**src/cpu_config.svh**
```systemverilog
`ifndef CPU_CONFIG_SVH
`define CPU_CONFIG_SVH

// data and address width
`define CPU_XLEN 32

// ram depth in words, power of two
`define CPU_RAM_WORDS 1024

// first fetch address after run
`define CPU_RESET_PC 0

`endif

```
**src/cpu_pkg.sv**
```systemverilog
`include "cpu_config.svh"

package cpu_pkg;

  // rv32i opcodes in use
  localparam logic [6:0] OPC_LUI    = 7'b0110111;
  localparam logic [6:0] OPC_JAL    = 7'b1101111;
  localparam logic [6:0] OPC_JALR   = 7'b1100111;
  localparam logic [6:0] OPC_BRANCH = 7'b1100011;
  localparam logic [6:0] OPC_LOAD   = 7'b0000011;
  localparam logic [6:0] OPC_STORE  = 7'b0100011;
  localparam logic [6:0] OPC_OP_IMM = 7'b0010011;
  localparam logic [6:0] OPC_OP     = 7'b0110011;
  localparam logic [6:0] OPC_SYSTEM = 7'b1110011;

  // instruction formats, msb first
  typedef struct packed {
    logic [6:0] funct7;
    logic [4:0] rs2;
    logic [4:0] rs1;
    logic [2:0] funct3;
    logic [4:0] rd;
    logic [6:0] opcode;
  } r_fmt_t;

  typedef struct packed {
    logic [11:0] imm;
    logic [4:0]  rs1;
    logic [2:0]  funct3;
    logic [4:0]  rd;
    logic [6:0]  opcode;
  } i_fmt_t;

  typedef struct packed {
    logic [6:0] imm_hi;
    logic [4:0] rs2;
    logic [4:0] rs1;
    logic [2:0] funct3;
    logic [4:0] imm_lo;
    logic [6:0] opcode;
  } s_fmt_t;

  // branch offset bits are scattered
  typedef struct packed {
    logic       imm12;
    logic [5:0] imm10_5;
    logic [4:0] rs2;
    logic [4:0] rs1;
    logic [2:0] funct3;
    logic [3:0] imm4_1;
    logic       imm11;
    logic [6:0] opcode;
  } b_fmt_t;

  typedef struct packed {
    logic [19:0] imm;
    logic [4:0]  rd;
    logic [6:0]  opcode;
  } u_fmt_t;

  typedef struct packed {
    logic       imm20;
    logic [9:0] imm10_1;
    logic       imm11;
    logic [7:0] imm19_12;
    logic [4:0] rd;
    logic [6:0] opcode;
  } j_fmt_t;

  typedef union packed {
    r_fmt_t r;
    i_fmt_t i;
    s_fmt_t s;
    b_fmt_t b;
    u_fmt_t u;
    j_fmt_t j;
  } inst_u;

  typedef enum logic [2:0] {ALU_ADD, ALU_SUB, ALU_AND, ALU_OR, ALU_XOR, ALU_SLT, ALU_PASSB} alu_op_e;
  typedef enum logic [1:0] {CMP_EQ, CMP_NE, CMP_LT} cmp_op_e;
  typedef enum logic [1:0] {WB_ALU, WB_PC4, WB_MEM} wb_sel_e;
  typedef enum logic [1:0] {ST_IDLE, ST_FETCH, ST_EXEC, ST_MEM} core_state_e;
  typedef enum logic [1:0] {PH_IDLE, PH_SETUP, PH_ACCESS} apb_phase_e;
  typedef enum logic [1:0] {OWN_HOST, OWN_DATA, OWN_FETCH} owner_e;

  // word request, byte address
  typedef struct packed {
    logic [`CPU_XLEN-1:0] addr;
    logic [`CPU_XLEN-1:0] wdata;
    logic                 write;
  } mem_req_t;

  typedef struct packed {
    logic [`CPU_XLEN-1:0] rdata;
  } mem_rsp_t;

  typedef struct packed {
    logic                 psel;
    logic                 penable;
    logic                 pwrite;
    logic [`CPU_XLEN-1:0] paddr;
    logic [`CPU_XLEN-1:0] pwdata;
  } apb_req_t;

  typedef struct packed {
    logic                 pready;
    logic [`CPU_XLEN-1:0] prdata;
  } apb_rsp_t;

endpackage

```
**src/bus_arbiter.sv**
```systemverilog
`timescale 1ns/1ps

module bus_arbiter (
  input  logic              ACLK,
  input  logic              ARESETn,
  input  logic              host_valid_i,
  input  cpu_pkg::mem_req_t host_req_i,
  output logic              host_done_o,
  output cpu_pkg::mem_rsp_t host_rsp_o,
  input  logic              data_valid_i,
  input  cpu_pkg::mem_req_t data_req_i,
  output logic              data_done_o,
  output cpu_pkg::mem_rsp_t data_rsp_o,
  input  logic              fetch_valid_i,
  input  cpu_pkg::mem_req_t fetch_req_i,
  output logic              fetch_done_o,
  output cpu_pkg::mem_rsp_t fetch_rsp_o,
  output cpu_pkg::apb_req_t apb_o,
  input  cpu_pkg::apb_rsp_t apb_i
);
  import cpu_pkg::*;

  apb_phase_e phase_q;
  owner_e     owner_q;
  mem_req_t   sel_req;
  logic       xfer_end;

  assign xfer_end = (phase_q == PH_ACCESS) && apb_i.pready;

  // grant only from idle, host > data > fetch
  always_ff @(posedge ACLK or negedge ARESETn) begin
    if (!ARESETn) begin
      phase_q <= PH_IDLE;
      owner_q <= OWN_HOST;
    end else begin
      case (phase_q)
        PH_IDLE: begin
          if (host_valid_i) begin
            owner_q <= OWN_HOST;
            phase_q <= PH_SETUP;
          end else if (data_valid_i) begin
            owner_q <= OWN_DATA;
            phase_q <= PH_SETUP;
          end else if (fetch_valid_i) begin
            owner_q <= OWN_FETCH;
            phase_q <= PH_SETUP;
          end
        end
        PH_SETUP: phase_q <= PH_ACCESS;
        default: begin
          if (apb_i.pready) begin
            phase_q <= PH_IDLE;
          end
        end
      endcase
    end
  end

  // owner keeps its request steady for the whole transfer
  always_comb begin
    case (owner_q)
      OWN_DATA:  sel_req = data_req_i;
      OWN_FETCH: sel_req = fetch_req_i;
      default:   sel_req = host_req_i;
    endcase
  end

  assign apb_o = '{psel:    (phase_q != PH_IDLE),
                   penable: (phase_q == PH_ACCESS),
                   pwrite:  sel_req.write,
                   paddr:   sel_req.addr,
                   pwdata:  sel_req.wdata};

  assign host_done_o  = xfer_end && (owner_q == OWN_HOST);
  assign data_done_o  = xfer_end && (owner_q == OWN_DATA);
  assign fetch_done_o = xfer_end && (owner_q == OWN_FETCH);

  // read data fans out, done qualifies it
  assign host_rsp_o  = '{rdata: apb_i.prdata};
  assign data_rsp_o  = '{rdata: apb_i.prdata};
  assign fetch_rsp_o = '{rdata: apb_i.prdata};

endmodule

```
**config.mk**
```make
export PLATFORM = sky130hd
export DESIGN_NAME = bus_arbiter
export DESIGN_NICKNAME = d
export VERILOG_FILES = /design/src/cpu_pkg.sv /design/src/bus_arbiter.sv
export VERILOG_INCLUDE_DIRS = /design/src
export SDC_FILE = /design/constraint.sdc
export NUM_CORES = 1
export LEC_CHECK = 0
export BUFFER_PORTS_ARGS = -buffer_cell sky130_fd_sc_hd__buf_2
export CORE_AREA = 2 2 156 158
export CTS_BUF_LIST = sky130_fd_sc_hd__clkbuf_8
export DETAILED_ROUTE_END_ITERATION = 8
export DIE_AREA = 0 0 158 160
export GPL_ROUTABILITY_DRIVEN = 0
export PLACE_DENSITY = 0.4
export SLEW_MARGIN = 30
export SYNTH_ARGS = -nofsm -noshare
export SYNTH_HDL_FRONTEND = slang
export SYNTH_SLANG_ARGS = --single-unit
```
**constraint.sdc**
```tcl
create_clock -name ACLK -period 1.97 [get_ports ACLK]
set_input_delay 0.2955 -clock ACLK [delete_from_list [all_inputs] [get_ports ACLK]]
set_output_delay 0.2955 -clock ACLK [all_outputs]
set_load 0.05 [all_outputs]
```
# [After elaboration in Yosys (flattened, before gate mapping)]
# Cells that the tools add are included.
[totals] reg_bits=4 input_bits=233 output_inout_bits=166 elab_cells=27
[classes] eq_ne=5 mux=9 reduce_logical=11
[ops] op="$pmux W65 S2" count=1
[ops] op="$mux W2" count=7
[ops] op="$reduce_bool A3 Y1" count=2
[ops] op="$eq A2 B1 Y1 const B" count=2
[ops] op="$eq A2 B2 Y1 const B" count=2
[ops] op="$logic_and A1 B1 Y1" count=4
[ops] op="$logic_not A2 Y1" count=2
[ops] op="$ne A4 B4 Y1 const B" count=1
[ops] op="$pmux W2 S2" count=1
[ops] op="$reduce_and A2 Y1" count=2
[ops] op="$reduce_bool A2 Y1" count=1

# [Depth between registers and ports, before layout]
[depth] depth_word=4 mapped_depth=6

# [Least setup slack after synthesis]
# OpenSTA, ideal clock, no wires.
[synth_timing] kind="register to output" from="reg owner_q[0]" to="out apb_o[19] (netlist name)" arrival_ns=1.851 t_required_ns=1.674 slack_ns=-0.176 stages_incl_launch_ff=6 path_buffers=2 path_cell_list="dfrtp_1 -> inv_1 -> ha_1 -> buf_4 -> clkbuf_1 -> a21oi_1"
[synth_rtl] item="start, declared" line_no="bus_arbiter.sv:24" text="owner_e owner_q;"
[synth_rtl] item="start signal, assigned" line_no="bus_arbiter.sv:34" text="owner_q <= OWN_HOST;"
[synth_rtl] item="start signal, assigned" line_no="bus_arbiter.sv:39" text="owner_q <= OWN_HOST;"
[synth_rtl] item="start signal, assigned" line_no="bus_arbiter.sv:42" text="owner_q <= OWN_DATA;"
[synth_rtl] item="end, declared" line_no="bus_arbiter.sv:18" text="output cpu_pkg::apb_req_t apb_o,"

==> flow_summary.json <==
{
  "crit_arrival_ps": 1750,
  "syn_area_per_cell_um2": 6.30,
  "diodes": 0,
  "gr-total-overflow": 0,
  "ys_top_cells_by_area": "buf_4 (37%), a22oi_1 (22%), a21oi_1 (15%), nor2_1 (12%), dfrtp_1 (4.6%)",
  "syn_area_um2": 2170,
  "drive_gt1_share_pct": 81.2,
  "dieArea_um2": 25300,
  "yosysWarnings": 0,
  "crit_family": "buffers and inverters",
  "setup_ws_ps": -72.2,
  "fillers": 2704,
  "synth_top_area_share_pct": 36.9,
  "maxCapViolations": 0,
  "crit_buf_inv": 4,
  "synth-seq-cells": 4,
  "fin_tns_setup_ps": -1390,
  "drt.antenna.violating_nets": 0,
  "criticalPathCategory": "flop to output port",
  "route.detailed.drc": 0,
  "seq_area_frac_synth_pct": 4.60,
  "io_buffers": 270,
  "grt_pass1_wl_um": 16400,
  "cts_tree": "done",
  "drt_wl_total_um": 13500,
  "first_global_vias": 3103,
  "wl_per_cell_um": 15.7,
  "setup_viol": 39,
  "vias": 3222,
  "postSynthCellCount": 345,
  "nNetsFinal": 775,
  "critPathMaxFanout": 8,
  "grt_max_degree": 32,
  "violations": "negative setup slack",
  "slew_violations": 0,
  "seqCellArea_um2": 100,
  "cts_buffers": 3,
  "coreArea_um2": 23800,
  "hold_path_class": "input pin to flop",
  "skew_ps": 1.94,
  "dr.first_iter.drc_count": 112,
  "layout_common_cells": "buf_2 (205), buf_6 (60), a21oi_2 (47)",
  "path_cells": "inv_2 -> ha_4 -> buf_12 -> clkbuf_16 -> nor2_1 -> a21oi_2 -> buf_6",
  "grtUsageTotal_pct": 8.35,
  "status": "finished, violations left",
  "required_ps": 1670,
  "cts-root-buf": "clkbuf_8",
  "htreeDepth": 1,
  "hpwl_um": 8540,
  "syn_nets": 581,
  "drtPass1Iterations": 4,
  "crit_path_start_kind": "flop",
  "antenna_found_initial": 0,
  "max_freq_ghz": 0.490,
  "row_count": 57,
  "slowest_stage": "dfrtp_1",
  "finalHoldViolations": 0,
  "die_width_um": 158,
  "max_stage_delay_ps": 380,
  "max-clock-path-buffers": 2,
  "clock-sinks": 4,
  "multi_input_comb_area_um2": 1790,
  "start_util_pct": 9.13,
  "path_clk_slew_ps": 30,
  "final_common_cell": "buf_2",
  "die-height_um": 160,
  "insertion_delay_ps": 220,
  "post-synth-top-area-cell": "buf_4",
  "fin_crit_sh_pct": 104,
  "io_pins": 399,
  "worst_pin_slew_ps": 331,
  "yosysUniqueCellTypes": 16,
  "area_growth_pct": 118,
  "fin_crit_ps": 2040,
  "grt_setup_unrepaired": "yes",
  "via_per_inst": 3.74,
  "cp-end-kind": "output port",
  "max_slew_margin_pct": 78.0
}
-- metal layers --
metal	track usage [%]	wire (um)	vias to the layer above
li1	-	-	1506
met1	9.41	5050	1494
met2	15.3	7030	170
met3	1.28	922	52
met4	3.64	488	0
met5	0	0	-
-- stage by stage --
stage,util [%],worst slack [ps],area [um2],hold WS [ps],instances
final,19.9,-72.2,4740,308,861
after global routing,19.9,-163,4740,323,861
after CTS,16.6,-75.3,3960,303,845
after detailed placement,14.2,21.1,3390,109,832
after global placement,14.2,41.8,3390,109,832
after floorplan,-,-176,2280,-0.0911,345
-- cells in the mapped netlist --
library cell / number
o22ai_1: 1
a32o_1: 1
nor2_1: 69
buf_4: 107
clkbuf_1: 3
dfrtp_1: 4
a22oi_1: 65
inv_1: 4
buf_2: 14
and3_1: 3
ha_1: 3
nor3_1: 1
a21oi_1: 67
nor2b_1: 1
o21ai_0: 1
nand2_1: 1
-- repair_timing --
item | 4_1_cts | 5_1_grt
pin swaps | 2 | 23
hold buffers | 1 | 0
endpoints found under the setup margin | 65 | 66
hold endpoints to repair | 4 | 0
gates cloned | 4 | 7
gates resized for setup | 109 | 140
buffers inserted | 5 | 9
-- state kept, by name (all words and copies together) (netlist names) --
signal   flops
owner_q      2
phase_q      2
-- kinds of logic after synthesis --
group | synth area share, %
DFF | 4.60
and+or+nand+nor | 13.5
AOI/OAI and AO/OA | 38.8
buffers and inverters | 41.4
adders and majority gates | 1.73
-- area by class of cell --
cell class | instances | area share, %
clock buffers | 3 | 0.870
well taps | 324 | 8.54
flip-flops and latches | 4 | 2.11
inverters | 4 | 0.316
multi-input cells | 213 | 37.7
repair buffers | 313 | 50.5
-- worst register-to-register path: stages (launching register included) --
cell and delay, ps:
dfrtp_1 390, nor2_1 260, o21ai_0 140, a32o_1 210
-- final timing paths --
check,start,slack (ps),endpoint,depth (start not counted)
max reg2reg,phase_q[1]$_DFFE_PN0P_,850,owner_q[0]$_DFFE_PN0P_,3
min,apb_i[32],310,phase_q[1]$_DFFE_PN0P_,2
max in group asynchronous,ARESETn,1430,owner_q[1]$_DFFE_PN0P_,2
min in group asynchronous,ARESETn,410,phase_q[1]$_DFFE_PN0P_,2
max,owner_q[1]$_DFFE_PN0P_,-70,apb_o[0],7
min reg2reg,phase_q[1]$_DFFE_PN0P_,490,phase_q[1]$_DFFE_PN0P_,1
Power is not shown: default switching activity piles up to over one toggle a cycle in this logic, so the estimate is an artifact.
